`src/rvFrontPkg.sv`:
```
package rvFrontPkg;

    typedef logic [31:0] instT;
    typedef logic [31:0] addrT;
    typedef logic [31:0] dataT;
    typedef logic [31:0] immT;
    typedef logic [4:0]  regNameT;
    typedef logic [3:0]  robTagT;   // Covers RobDepth up to 16

    typedef enum logic [5:0] {
        NOP, LUI, AUIPC, JAL, JALR,
        BEQ, BNE, BLT, BGE, BLTU, BGEU,
        LB, LH, LW, LBU, LHU,
        SB, SH, SW,
        ADDI, SLTI, SLTIU, XORI, ORI, ANDI, SLLI, SRLI, SRAI,
        ADD, SUB, SLL, SLT, SLTU, XOR, SRL, SRA, OR, AND
    } opT;

    typedef struct packed {
        instT inst;
        addrT pc;
        logic predTaken;
    } fetchT;

    typedef struct packed {
        opT      op;
        addrT    pc;
        immT     imm;
        regNameT rs1;
        regNameT rs2;
        regNameT rd;
        logic    rdValid;
        logic    predTaken;
    } decodedT;

    typedef struct packed {
        opT      op;
        addrT    pc;
        immT     imm;
        logic    predTaken;
        logic    rs1Ready;
        dataT    rs1Val;
        robTagT  rs1Tag;
        logic    rs2Ready;
        dataT    rs2Val;
        robTagT  rs2Tag;
        logic    rdValid;
        regNameT rd;
        robTagT  rdTag;
    } issueT;

endpackage

```
`src/instDecoder.sv`:
```
`timescale 1ns/10ps

module instDecoder import rvFrontPkg::*; (
    input  logic    clk,
    input  logic    rst,
    input  logic    qValid,
    input  fetchT   qHead,
    input  logic    decReady,
    output logic    qPop,
    output logic    decValid,
    output decodedT decOut
);

    localparam logic [6:0] OpcLui    = 7'b0110111;
    localparam logic [6:0] OpcAuipc  = 7'b0010111;
    localparam logic [6:0] OpcJal    = 7'b1101111;
    localparam logic [6:0] OpcJalr   = 7'b1100111;
    localparam logic [6:0] OpcBranch = 7'b1100011;
    localparam logic [6:0] OpcLoad   = 7'b0000011;
    localparam logic [6:0] OpcStore  = 7'b0100011;
    localparam logic [6:0] OpcOpImm  = 7'b0010011;
    localparam logic [6:0] OpcOp     = 7'b0110011;

    instT       inst;
    logic [6:0] opcode;
    logic [2:0] funct3;
    logic [3:0] funct4;
    opT         op;
    immT        imm;
    logic       usesRs1;
    logic       usesRs2;
    decodedT    decNext;

    assign inst   = qHead.inst;
    assign opcode = inst[6:0];
    assign funct3 = inst[14:12];
    assign funct4 = {inst[30], inst[14:12]};
    assign qPop   = qValid && decReady;

    always_comb begin
        op = NOP;
        case (opcode)
            OpcLui:   op = LUI;
            OpcAuipc: op = AUIPC;
            OpcJal:   op = JAL;
            OpcJalr:  op = (funct3 == 3'b000) ? JALR : NOP;
            OpcBranch: begin
                case (funct3)
                    3'b000:  op = BEQ;
                    3'b001:  op = BNE;
                    3'b100:  op = BLT;
                    3'b101:  op = BGE;
                    3'b110:  op = BLTU;
                    3'b111:  op = BGEU;
                    default: op = NOP;
                endcase
            end
            OpcLoad: begin
                case (funct3)
                    3'b000:  op = LB;
                    3'b001:  op = LH;
                    3'b010:  op = LW;
                    3'b100:  op = LBU;
                    3'b101:  op = LHU;
                    default: op = NOP;
                endcase
            end
            OpcStore: begin
                case (funct3)
                    3'b000:  op = SB;
                    3'b001:  op = SH;
                    3'b010:  op = SW;
                    default: op = NOP;
                endcase
            end
            OpcOpImm: begin
                case (funct3)   // Bit 30 is immediate except for shifts
                    3'b000:  op = ADDI;
                    3'b010:  op = SLTI;
                    3'b011:  op = SLTIU;
                    3'b100:  op = XORI;
                    3'b110:  op = ORI;
                    3'b111:  op = ANDI;
                    3'b001:  op = inst[30] ? NOP : SLLI;
                    default: op = inst[30] ? SRAI : SRLI;
                endcase
            end
            OpcOp: begin
                case (funct4)
                    4'b0000: op = ADD;
                    4'b1000: op = SUB;
                    4'b0001: op = SLL;
                    4'b0010: op = SLT;
                    4'b0011: op = SLTU;
                    4'b0100: op = XOR;
                    4'b0101: op = SRL;
                    4'b1101: op = SRA;
                    4'b0110: op = OR;
                    4'b0111: op = AND;
                    default: op = NOP;
                endcase
            end
            default: op = NOP;
        endcase
    end

    always_comb begin
        imm = '0;   // R-type keeps zero
        case (opcode)
            OpcLui, OpcAuipc: imm = {inst[31:12], 12'b0};
            OpcJal: imm = {{12{inst[31]}}, inst[19:12], inst[20], inst[30:21], 1'b0};
            OpcBranch: imm = {{20{inst[31]}}, inst[7], inst[30:25], inst[11:8], 1'b0};
            OpcJalr, OpcLoad, OpcOpImm: imm = {{21{inst[31]}}, inst[30:20]};
            OpcStore: imm = {{21{inst[31]}}, inst[30:25], inst[11:7]};
            default: imm = '0;
        endcase
        if (op == NOP) begin
            imm = '0;
        end
    end

    assign usesRs1 = !(op inside {NOP, LUI, AUIPC, JAL});
    assign usesRs2 = (op inside {BEQ, BNE, BLT, BGE, BLTU, BGEU, SB, SH, SW})
                     || (op inside {ADD, SUB, SLL, SLT, SLTU, XOR, SRL, SRA, OR, AND});

    always_comb begin
        decNext           = '0;
        decNext.op        = op;
        decNext.pc        = qHead.pc;
        decNext.imm       = imm;
        decNext.rs1       = usesRs1 ? inst[19:15] : '0;   // Unused source reads x0
        decNext.rs2       = usesRs2 ? inst[24:20] : '0;
        decNext.rd        = inst[11:7];
        decNext.rdValid   = !(op inside {NOP, BEQ, BNE, BLT, BGE, BLTU, BGEU, SB, SH, SW})
                            && (inst[11:7] != '0);
        decNext.predTaken = qHead.predTaken;
    end

    always_ff @(posedge clk) begin
        if (rst) begin
            decValid <= 1'b0;
        end else if (decReady) begin
            decValid <= qValid;
        end
    end

    always_ff @(posedge clk) begin
        if (qPop) begin
            decOut <= decNext;
        end
    end

endmodule

```
`src/instQueue.sv`:
```
`timescale 1ns/10ps

module instQueue import rvFrontPkg::*; #(
    parameter int QueueDepth = 4
) (
    input  logic  clk,
    input  logic  rst,
    input  logic  fetchEn,
    input  fetchT fetchIn,
    input  logic  qPop,
    output logic  qValid,
    output fetchT qHead,
    output logic  queueFull
);

    localparam int PtrW = $clog2(QueueDepth);
    localparam int CntW = $clog2(QueueDepth) + 1;

    fetchT           queueMem [QueueDepth];
    logic [PtrW-1:0] rdPtr;
    logic [PtrW-1:0] wrPtr;
    logic [CntW-1:0] count;
    logic            doPush;
    logic            doPop;

    assign doPush    = fetchEn && !queueFull;   // Full queue drops the push
    assign doPop     = qPop && qValid;
    assign qValid    = (count != '0);
    assign queueFull = (count == CntW'(QueueDepth));
    assign qHead     = queueMem[rdPtr];

    always_ff @(posedge clk) begin
        if (doPush) begin
            queueMem[wrPtr] <= fetchIn;
        end
    end

    always_ff @(posedge clk) begin
        if (rst) begin
            rdPtr <= '0;
            wrPtr <= '0;
            count <= '0;
        end else begin
            if (doPush) begin
                wrPtr <= wrPtr + 1'b1;   // Wraps on power-of-two depth
            end
            if (doPop) begin
                rdPtr <= rdPtr + 1'b1;
            end
            case ({doPush, doPop})
                2'b10: begin
                    count <= count + 1'b1;
                end
                2'b01: begin
                    count <= count - 1'b1;
                end
                default: begin
                    count <= count;   // Both or neither
                end
            endcase
        end
    end

endmodule

```
`src/issueFrontEnd.sv`:
```
`timescale 1ns/10ps

module issueFrontEnd import rvFrontPkg::*; #(
    parameter int QueueDepth = 4,
    parameter int RobDepth   = 8
) (
    input  logic   clk,
    input  logic   rst,
    input  logic   rdy,
    input  logic   fetchEn,
    input  fetchT  fetchIn,
    output logic   queueFull,
    input  logic   wbEn,
    input  robTagT wbTag,
    input  dataT   wbValue,
    input  logic   commitEn,
    output logic   issueEn,
    output issueT  issueOut
);

    logic    qValid;
    fetchT   qHead;
    logic    qPop;
    logic    decValid;
    decodedT decOut;
    logic    decReady;
    logic    allocEn;
    robTagT  tailTag;
    logic    robFull;

    instQueue #(
        .QueueDepth(QueueDepth)
    ) queue_i (
        .clk       (clk),
        .rst       (rst),
        .fetchEn   (fetchEn),
        .fetchIn   (fetchIn),
        .qPop      (qPop),
        .qValid    (qValid),
        .qHead     (qHead),
        .queueFull (queueFull)
    );

    instDecoder decoder_i (
        .clk      (clk),
        .rst      (rst),
        .qValid   (qValid),
        .qHead    (qHead),
        .decReady (decReady),
        .qPop     (qPop),
        .decValid (decValid),
        .decOut   (decOut)
    );

    renameRegFile regFile_i (
        .clk      (clk),
        .rst      (rst),
        .rdy      (rdy),
        .decValid (decValid),
        .decOut   (decOut),
        .robFull  (robFull),
        .tailTag  (tailTag),
        .wbEn     (wbEn),
        .wbTag    (wbTag),
        .wbValue  (wbValue),
        .decReady (decReady),
        .allocEn  (allocEn),
        .issueEn  (issueEn),
        .issueOut (issueOut)
    );

    robTagAlloc #(
        .RobDepth(RobDepth)
    ) tagAlloc_i (
        .clk      (clk),
        .rst      (rst),
        .allocEn  (allocEn),
        .commitEn (commitEn),
        .tailTag  (tailTag),
        .robFull  (robFull)
    );

endmodule

```
`src/renameRegFile.sv`:
```
`timescale 1ns/10ps

module renameRegFile import rvFrontPkg::*; (
    input  logic    clk,
    input  logic    rst,
    input  logic    rdy,
    input  logic    decValid,
    input  decodedT decOut,
    input  logic    robFull,
    input  robTagT  tailTag,
    input  logic    wbEn,
    input  robTagT  wbTag,
    input  dataT    wbValue,
    output logic    decReady,
    output logic    allocEn,
    output logic    issueEn,
    output issueT   issueOut
);

    typedef struct packed {
        logic   ready;
        dataT   val;
        robTagT tag;
    } srcT;

    dataT        regVal [32];
    robTagT      regTag [32];
    logic [31:0] regBusy;
    srcT         src1;
    srcT         src2;
    issueT       issueNext;

    // Operand lookup with writeback bypass
    function automatic srcT readSrc(input regNameT name);
        srcT s;
        s = '0;
        if (name == '0) begin
            s.ready = 1'b1;
        end else if (!regBusy[name]) begin
            s.ready = 1'b1;
            s.val   = regVal[name];
        end else if (wbEn && (regTag[name] == wbTag)) begin
            s.ready = 1'b1;
            s.val   = wbValue;
        end else begin
            s.tag = regTag[name];
        end
        return s;
    endfunction

    assign allocEn  = decValid && rdy && !robFull;
    assign decReady = (rdy && !robFull) || !decValid;
    assign src1     = readSrc(decOut.rs1);
    assign src2     = readSrc(decOut.rs2);

    always_comb begin
        issueNext           = '0;
        issueNext.op        = decOut.op;
        issueNext.pc        = decOut.pc;
        issueNext.imm       = decOut.imm;
        issueNext.predTaken = decOut.predTaken;
        issueNext.rs1Ready  = src1.ready;
        issueNext.rs1Val    = src1.val;
        issueNext.rs1Tag    = src1.tag;
        issueNext.rs2Ready  = src2.ready;
        issueNext.rs2Val    = src2.val;
        issueNext.rs2Tag    = src2.tag;
        issueNext.rdValid   = decOut.rdValid;
        issueNext.rd        = decOut.rd;
        issueNext.rdTag     = decOut.rdValid ? tailTag : '0;
    end

    always_ff @(posedge clk) begin
        if (rst) begin
            regBusy <= '0;
            for (int i = 0; i < 32; i++) begin
                regVal[i] <= '0;
                regTag[i] <= '0;
            end
        end else begin
            for (int i = 1; i < 32; i++) begin
                if (wbEn && regBusy[i] && (regTag[i] == wbTag)) begin
                    regVal[i]  <= wbValue;
                    regBusy[i] <= 1'b0;
                end
            end
            if (allocEn && decOut.rdValid) begin   // Rename wins over same-cycle writeback
                regBusy[decOut.rd] <= 1'b1;
                regTag[decOut.rd]  <= tailTag;
            end
        end
    end

    always_ff @(posedge clk) begin
        if (rst) begin
            issueEn <= 1'b0;
        end else begin
            issueEn <= allocEn;
        end
    end

    always_ff @(posedge clk) begin
        if (allocEn) begin
            issueOut <= issueNext;
        end
    end

endmodule

```
`src/robTagAlloc.sv`:
```
`timescale 1ns/10ps

module robTagAlloc import rvFrontPkg::*; #(
    parameter int RobDepth = 8
) (
    input  logic   clk,
    input  logic   rst,
    input  logic   allocEn,
    input  logic   commitEn,
    output robTagT tailTag,
    output logic   robFull
);

    localparam int CntW = $clog2(RobDepth + 1);

    logic [CntW-1:0] count;
    logic            doAlloc;
    logic            doCommit;

    assign robFull  = (count == CntW'(RobDepth));
    assign doAlloc  = allocEn && !robFull;
    assign doCommit = commitEn && (count != '0);   // Nothing to free when empty

    // Tail walks 0 .. RobDepth-1 and wraps
    always_ff @(posedge clk) begin
        if (rst) begin
            tailTag <= '0;
        end else if (doAlloc) begin
            if (tailTag == robTagT'(RobDepth - 1)) begin
                tailTag <= '0;
            end else begin
                tailTag <= tailTag + 1'b1;
            end
        end
    end

    always_ff @(posedge clk) begin
        if (rst) begin
            count <= '0;
        end else begin
            case ({doAlloc, doCommit})
                2'b10: begin
                    count <= count + 1'b1;
                end
                2'b01: begin
                    count <= count - 1'b1;
                end
                default: begin
                    count <= count;
                end
            endcase
        end
    end

endmodule

```
`config.mk`:
```
export PLATFORM = sky130hd
export DESIGN_NAME = issueFrontEnd
export DESIGN_NICKNAME = d
export VERILOG_FILES = /design/src/rvFrontPkg.sv /design/src/instDecoder.sv /design/src/instQueue.sv /design/src/issueFrontEnd.sv /design/src/renameRegFile.sv /design/src/robTagAlloc.sv
export SDC_FILE = /design/constraint.sdc
export NUM_CORES = 2
export LEC_CHECK = 0
export BUFFER_PORTS_ARGS = -buffer_cell sky130_fd_sc_hd__buf_2
export CORE_MARGIN = 3
export CORE_UTILIZATION = 35
export CTS_CLUSTER_SIZE = 24
export DETAILED_ROUTE_END_ITERATION = 10
export PLACE_DENSITY_LB_ADDON = 0.12
export SLEW_MARGIN = 25
export SYNTH_ARGS = -nofsm -noshare
export SYNTH_HDL_FRONTEND = slang
export SYNTH_SLANG_ARGS = --single-unit
```
`constraint.sdc`:
```
create_clock -name clk -period 11.84 [get_ports clk]
set_input_delay 0.592 -clock clk [delete_from_list [all_inputs] [get_ports clk]]
set_output_delay 0.592 -clock clk [all_outputs]
set_load 0.03 [all_outputs]
```
* After elaboration in Yosys (flattened, before gate mapping)
Memories as Yosys holds them, arrays and structs flattened. A register that Yosys moved wholly into a read port is not among the register bits. Cells that the tools add are included.
Storage, ports and cells: memories kept 4, logic and storage cells 487, bits of input ports 107, RAM bits 1412, latch bits 0, output and inout bits 157, register bits 291, memory bits (read-only) 96
Cells by class: $add $sub $neg 7, reductions and logical operators 101, divide/modulo/power cells 0, bitwise operators 34, mux-type cells 229, shifts and indexed selects 0, equal/unequal tests 78, multiply operators 0, magnitude comparators 4
Memory list:
- regFile_i.regVal | depth 32, width 32, rd ports 2, clocked after Yosys merged registers in 2, write ports 32, line renameRegFile.sv:26 | dataT regVal [32];
- queue_i.queueMem | depth 4, width 65, rd ports 1, clocked after Yosys merged registers in 1, write ports 1, line instQueue.sv:19 | fetchT queueMem [QueueDepth];
- regFile_i.regTag | depth 32, width 4, rd ports 33, clocked after Yosys merged registers in 2, write ports 32, line renameRegFile.sv:27 | robTagT regTag [32];
- (no name shown) | depth 16, width 6, rd ports 1, clocked after Yosys merged registers in 0, write ports 0, line instDecoder.sv:89 | case (funct4)
Operators with widths (count):
- two-way mux 32 bit | 34
- two-way mux 1 bit | 167
- one-hot mux 32 bit (5 select lines) | 1
- equality test 4 bit | 33
- logical AND 1 bit | 75
- two-way mux 33 bit | 2
- one-hot mux 6 bit (9 select lines) | 1
- two-way mux 5 bit | 10
- equality test 6 x 5 -> 1 bit (second input constant) | 7
- one-hot mux 6 bit (7 select lines) | 1
- equality test 6 bit (second input constant) | 6
- OR 32 bit | 1
- OR 1 bit | 31
- one-hot mux 4 bit (6 select lines) | 1
- equality test 7 x 6 -> 1 bit (second input constant) | 3
- equality test 7 bit (second input constant) | 3
- one-hot mux 4 bit (5 select lines) | 1
- nonzero test 10 bit | 2
- equality test 6 x 3 -> 1 bit (second input constant) | 3
- equality test 6 x 4 -> 1 bit (second input constant) | 3
- < comparator 5 x 6 -> 1 bit (second input constant) | 3
- equality test 3 bit (second input constant) | 5
- one-hot mux 5 bit (3 select lines) | 1
- equality test 7 x 5 -> 1 bit (second input constant) | 2
- 36 further kinds | 57

* Logic depth before layout (Yosys ltp)
depth after elaboration 9, mapped depth 15, gate-level depth less buffers 12

* Hierarchy
From an unflattened synthesis, not the netlist that was laid out.
Second synthesis, totals: cell total of the unflattened synthesis 4676, area total of the unflattened synthesis 79067.1 µm²
Modules (own cells, without submodules):
- renameRegFile | area an instance 64644.5 µm², seq. area each 38947.4 µm², instances 1, cells each 3924
- instQueue | area an instance 9899.5 µm², seq. area each 7987.7 µm², instances 1, cells each 391
- instDecoder | area an instance 4071.4 µm², seq. area each 2632.5 µm², instances 1, cells each 309
- robTagAlloc | area an instance 451.7 µm², seq. area each 160.2 µm², instances 1, cells each 52

* Worst setup path before layout
Ideal clock, no wire load.
path type input to register, from input wbTag[0], to register regFile_i.regBusy[30], path slack 5.751 ns, cell stages on the path 7, buffers on the path 3, library setup time 0.315 ns, required time 11.525 ns, data arrival time 5.774 ns, cells stage by stage clkbuf_1 clkbuf_1 clkbuf_1 xnor2_1 nand3_1 o41ai_1 o22ai_1
Between the ends: word-level cells in the longest chain between the ends 6
RTL lines:
- start, declared | line issueFrontEnd.sv:14 | input robTagT wbTag,
- equality test 4 bit (*) | line renameRegFile.sv:82 | if (wbEn && regBusy[i] && (regTag[i] == wbTag)) begin
- logical AND 1 bit (*) | line renameRegFile.sv:82
- two-way mux 1 bit (*) | line renameRegFile.sv:82
- two-way mux 1 bit (*) | line renameRegFile.sv:74 | if (rst) begin
- OR 32 bit (no source line)
- two-way mux 32 bit (*) | line renameRegFile.sv:87 | if (allocEn && decOut.rdValid) begin
- end signal, assigned | line renameRegFile.sv:75 | regBusy <= '0;
- end signal, assigned by index | line renameRegFile.sv:84 | regBusy[i] <= 1'b0;
- end signal, assigned by index | line renameRegFile.sv:88 | regBusy[decOut.rd] <= 1'b1;
- end, declared | line renameRegFile.sv:28 | logic [31:0] regBusy;
Every way passes the cells marked *; elsewhere a longest branch is shown, timed or not. The select of a mux whose other input is x is not followed. A chain may end at the register's enable or synchronous reset.

==> impl_summary.txt <==
----------------------------------------------------
[Clock tree]
  Number of clock buffers inserted by TritonCTS ... 190
  Clock Root Buffer ... sky130_fd_sc_hd__clkbuf_16
  Worst-skew pair later-pin latency ... 830 ps
  CTS HTree Levels ... 4
  CTS resizes ... 0
  Sinks on Clock Net ... 1683
  Bufs on Longest Clock Path ... 3
  Clock transition at path regs ... 60 ps
  Number of buffers inserted to repair setup after CTS ... 0
  Clock tree from TritonCTS ... done
  Number of hold-repair buffers added at the cts stage ... between 60 and 70

[Floorplanning]
  Die outline height ... roughly 480 um
  Die Footprint ... 229500 um2
  Width of the die ... 479.1 um
  I/O pin count ... 264
  Starting utilization of the core area ... 0.3523
  Std cell rows ... roughly 170
  Core area ... roughly 220000 um2

[Critical path]
  WP data arrival ... roughly 5600 ps
  Startpoint types ... flop
  Endpoint class of the critical path ... flop
  Largest driver fanout on the critical path ... 42
  Data required time of the critical path ... 12370 ps
  Kind of critical path ... reg2reg

[Cells and area]
  Design area ... 89810 um2
  Ratio of cells with drive above 1 in the final layout ... 0.3119
  Area occupied by multi-input gates ... about 27000 um2
  Number of nets in the layout ... 4899
  Area delta synth->final ... 14.66%
  Sequential Area ... roughly 50000 um2
  Layout fillers ... around 20000

[Drt]
  Drt initial violations ... 4167
  Antenna Violating Nets Remaining ... 0
  Via Count ... 45080
  Post-DR vias/cell ... ~5.7
  DR DRC count ... 0
  Number of detailed-route iterations in the first pass ... 6
  Post-detailed-routing wire length ... approximately 260000 um
  Routed length per placed instance ... approximately 33 um

[Synthesis]
  Top FF cell, synth ... sky130_fd_sc_hd__edfxtp_1
  Share of async-settable or async-resettable flops after synthesis ... 0
  Top cell types by occurrence after synthesis ... sky130_fd_sc_hd__edfxtp_1 (1622), sky130_fd_sc_hd__mux4_2 (740), sky130_fd_sc_hd__nor2_1 (627)
  Combinational family with the most area after synthesis ... multiplexers
  Post-synthesis register bit count ... 1683
  Area share of fa/ha/maj cells after synthesis ... 0.002748
  Count of synthesis-stage warnings from yosys ... 0
  Post-synthesis compound-gate area fraction ... 0.03473
  Sequential-to-total area share from yosys stat ... 0.6374
  Ranking of synthesized cells by area ... sky130_fd_sc_hd__edfxtp_1 (62%), sky130_fd_sc_hd__mux4_2 (21%), sky130_fd_sc_hd__nor2_1 (3.0%)
  Most frequent cell after synthesis ... sky130_fd_sc_hd__edfxtp_1
  EDFF count, synth ... 1622
  Summed instance area of the synthesized netlist ... 78330 um2
  Share of Yosys cell area claimed by the top area cell type ... 0.6219
  Post-synthesis cell type with the largest combined area ... sky130_fd_sc_hd__edfxtp_1
  Synthesized-area fraction occupied by xor and xnor cells ... 0.01174
  Net count after synthesis ... 4648
  Count of distinct cell types in the synthesized netlist ... a little under 80
  Post-Syn Instances ... approximately 4500
  Synthesized area per cell ... 17.31 um2
  Simple-gate portion of the synthesized area ... 0.05695
  Share of synthesized area spent on multiplexers ... 0.2331

[STA]
  Pin slew with the least headroom to its limit ... 1083 ps
  Peak Freq ... a little under 0.2 GHz
  Number of endpoints with negative hold slack in the final report ... 0
  Headroom to the max-slew limit ... 0.2779
  Worst hold-check slack ... 89.26 ps
  Final worst-path cycle share ... 0.4252
  Final setup violation count ... 0
  Setup tns final ... 0 ps
  Minimum clock period after layout ... 5034 ps
  Worst setup skew after layout ... 32.30 ps
  RSZ-0062 raised after global routing ... false
  Final max-slew violation count ... 0

[Place]
  Total placed instance area ... 83020 um2
  Count of input and output buffers ... around 260
  Last weighted congestion value of the routability-driven placer ... 0.7893
  Post-DP HPWL ... 141900 um

[GRT]
  Global Route met1 Usage ... 0.3052
  Number of global-route vias before repair ... ~47000
  GRT Overall Usage ... 0.2241
  GR peak layer ... met2
  Met3 capacity usage during global routing ... 0.04047
  Met2 track demand over resource in global routing ... 0.3688
  First-pass GRT wire length ... 365400 um
  Overflow left after global routing ... 0
  Antenna violations before repair ... 17
  Pin count of the biggest net entering global routing ... between 100 and 150

[Worst hold path]
  Kind of path behind the tightest hold check ... in2reg

[Power]
  Peak supply drop ... 0.1926 mV
  Static Leakage ... between 20 and 30 nW
  Power density over the cells ... 219.4 nW/um2

[Run]
  Number of maximum-capacitance constraint violations ... 0

[Run status]
  Status ... complete, no violations

----------------------------------------------------
[report_power, final]
part | leakage (nW) | internal [mW] | switching, mW
Clock | 2.95 | 3.35 | 2.50
Sequential | 16.7 | 7.36 | 0.579
Combinational | 10.1 | 2.61 | 3.30
Total | 29.7 | 13.3 | 6.38
[placed cells by master (no fill, tap or decap), types with 14 or more instances in the layout]
master | netlist | final
sky130_fd_sc_hd__nand2_1 | 124 | 100
sky130_fd_sc_hd__mux4_2 | 740 | 740
sky130_fd_sc_hd__o21ai_0 | 50 | 47
sky130_fd_sc_hd__xnor2_1 | 37 | 37
sky130_fd_sc_hd__nand3_1 | 34 | 34
sky130_fd_sc_hd__a21oi_1 | 46 | 46
sky130_fd_sc_hd__edfxtp_1 | 1622 | 1622
sky130_fd_sc_hd__clkinv_1 | 1 | 45
sky130_fd_sc_hd__bufinv_16 | 0 | 16
sky130_fd_sc_hd__mux2i_1 | 80 | 80
sky130_fd_sc_hd__buf_4 | 8 | 89
sky130_fd_sc_hd__mux2_2 | 70 | 70
sky130_fd_sc_hd__clkbuf_1 | 275 | 48
sky130_fd_sc_hd__nand2_2 | 1 | 17
sky130_fd_sc_hd__clkinv_2 | 0 | 25
sky130_fd_sc_hd__dlygate4sd3_1 | 0 | 65
sky130_fd_sc_hd__buf_2 | 17 | 263
sky130_fd_sc_hd__xor2_1 | 68 | 68
sky130_fd_sc_hd__clkbuf_16 | 0 | 191
sky130_fd_sc_hd__nor2_1 | 627 | 627
sky130_fd_sc_hd__o22ai_1 | 29 | 29
sky130_fd_sc_hd__nor3_1 | 26 | 26
sky130_fd_sc_hd__o2bb2ai_1 | 64 | 64
sky130_fd_sc_hd__a22o_1 | 64 | 64
sky130_fd_sc_hd__and2_1 | 157 | 153
sky130_fd_sc_hd__inv_1 | 81 | 79
sky130_fd_sc_hd__a31o_2 | 17 | 17
sky130_fd_sc_hd__ha_1 | 14 | 14
sky130_fd_sc_hd__dfxtp_1 | 61 | 45
[cells by family (layout without fill, tap and decap cells)]
kind of cell	Yosys count	count (layout)
xor gates and xnor gates	105	105
and+or+nand+nor	1019	1019
DFF	1683	1683
muxes	890	890
AOI/OAI and AO/OA	357	357
adders and majority gates	16	16
other	0	10
buffers and inverters	455	867
[stage by stage]
stage,power (mW),cells,setup WS [ps],utilization
after floorplan,11.99,4525,5751,-
after global placement,14.03,7491,6619,0.3733
after detailed placement,14.03,7493,6576,0.3735
after CTS,19.92,7911,6559,0.4037
after global routing,20.50,7916,6389,0.4039
final,19.70,7922,6806,0.4040
[critical path, cell delays in order, from the launching register on]
cell,delay (ps)
sky130_fd_sc_hd__dfxtp_4,790
sky130_fd_sc_hd__buf_4,760
sky130_fd_sc_hd__buf_4,810
sky130_fd_sc_hd__buf_4,780
sky130_fd_sc_hd__mux4_2,590
sky130_fd_sc_hd__mux4_2,540
sky130_fd_sc_hd__mux2i_1,200
sky130_fd_sc_hd__o2bb2ai_1,90
[state kept, by name, indices dropped and copies added, names as in the netlist, named ones only]
register	flops
decoder_i.decOut	87
decoder_i.decValid	1
queue_i.count	3
queue_i.queueMem	260
queue_i.rdPtr	2
queue_i.wrPtr	2
regFile_i.issueEn	1
regFile_i.issueOut	155
regFile_i.regBusy	32
regFile_i.regTag	128
regFile_i.regVal	992
tagAlloc_i.count	4
tagAlloc_i.tailTag	4
[final cells by class]
cell class / instances / share of cell area
clock inverter: 109 / 0.01170
multi-input combinational: 2387 / 0.2988
timing repair buffer: 428 / 0.03150
sequential: 1683 / 0.5565
clock buffer: 244 / 0.05599
inverter: 86 / 0.003734
antenna: 10 / 0.0002786
tap: 2975 / 0.04145
[final timing paths]
check	startpoint	end	slack, ps	cells past startpoint
setup / recovery	flop	regFile_i.issueOut[70]	6810	7
hold / removal	wbValue[16]	regFile_i.issueOut[67]	90	2
setup reg to reg	flop	regFile_i.issueOut[70]	6810	7
hold reg to reg	decoder_i.decOut[84]	regFile_i.issueOut[152]	410	0
[per-layer routing]
metal  up-vias  share of wire  wire length (um)
met1     24410           0.43            110600
met3       396          0.060             15500
li1      18680              -                 -
met5         -        0.00033                86
met4        12          0.030              7702
met2      1579           0.48            125300
Note: power is estimated with default switching activity, not from simulation.
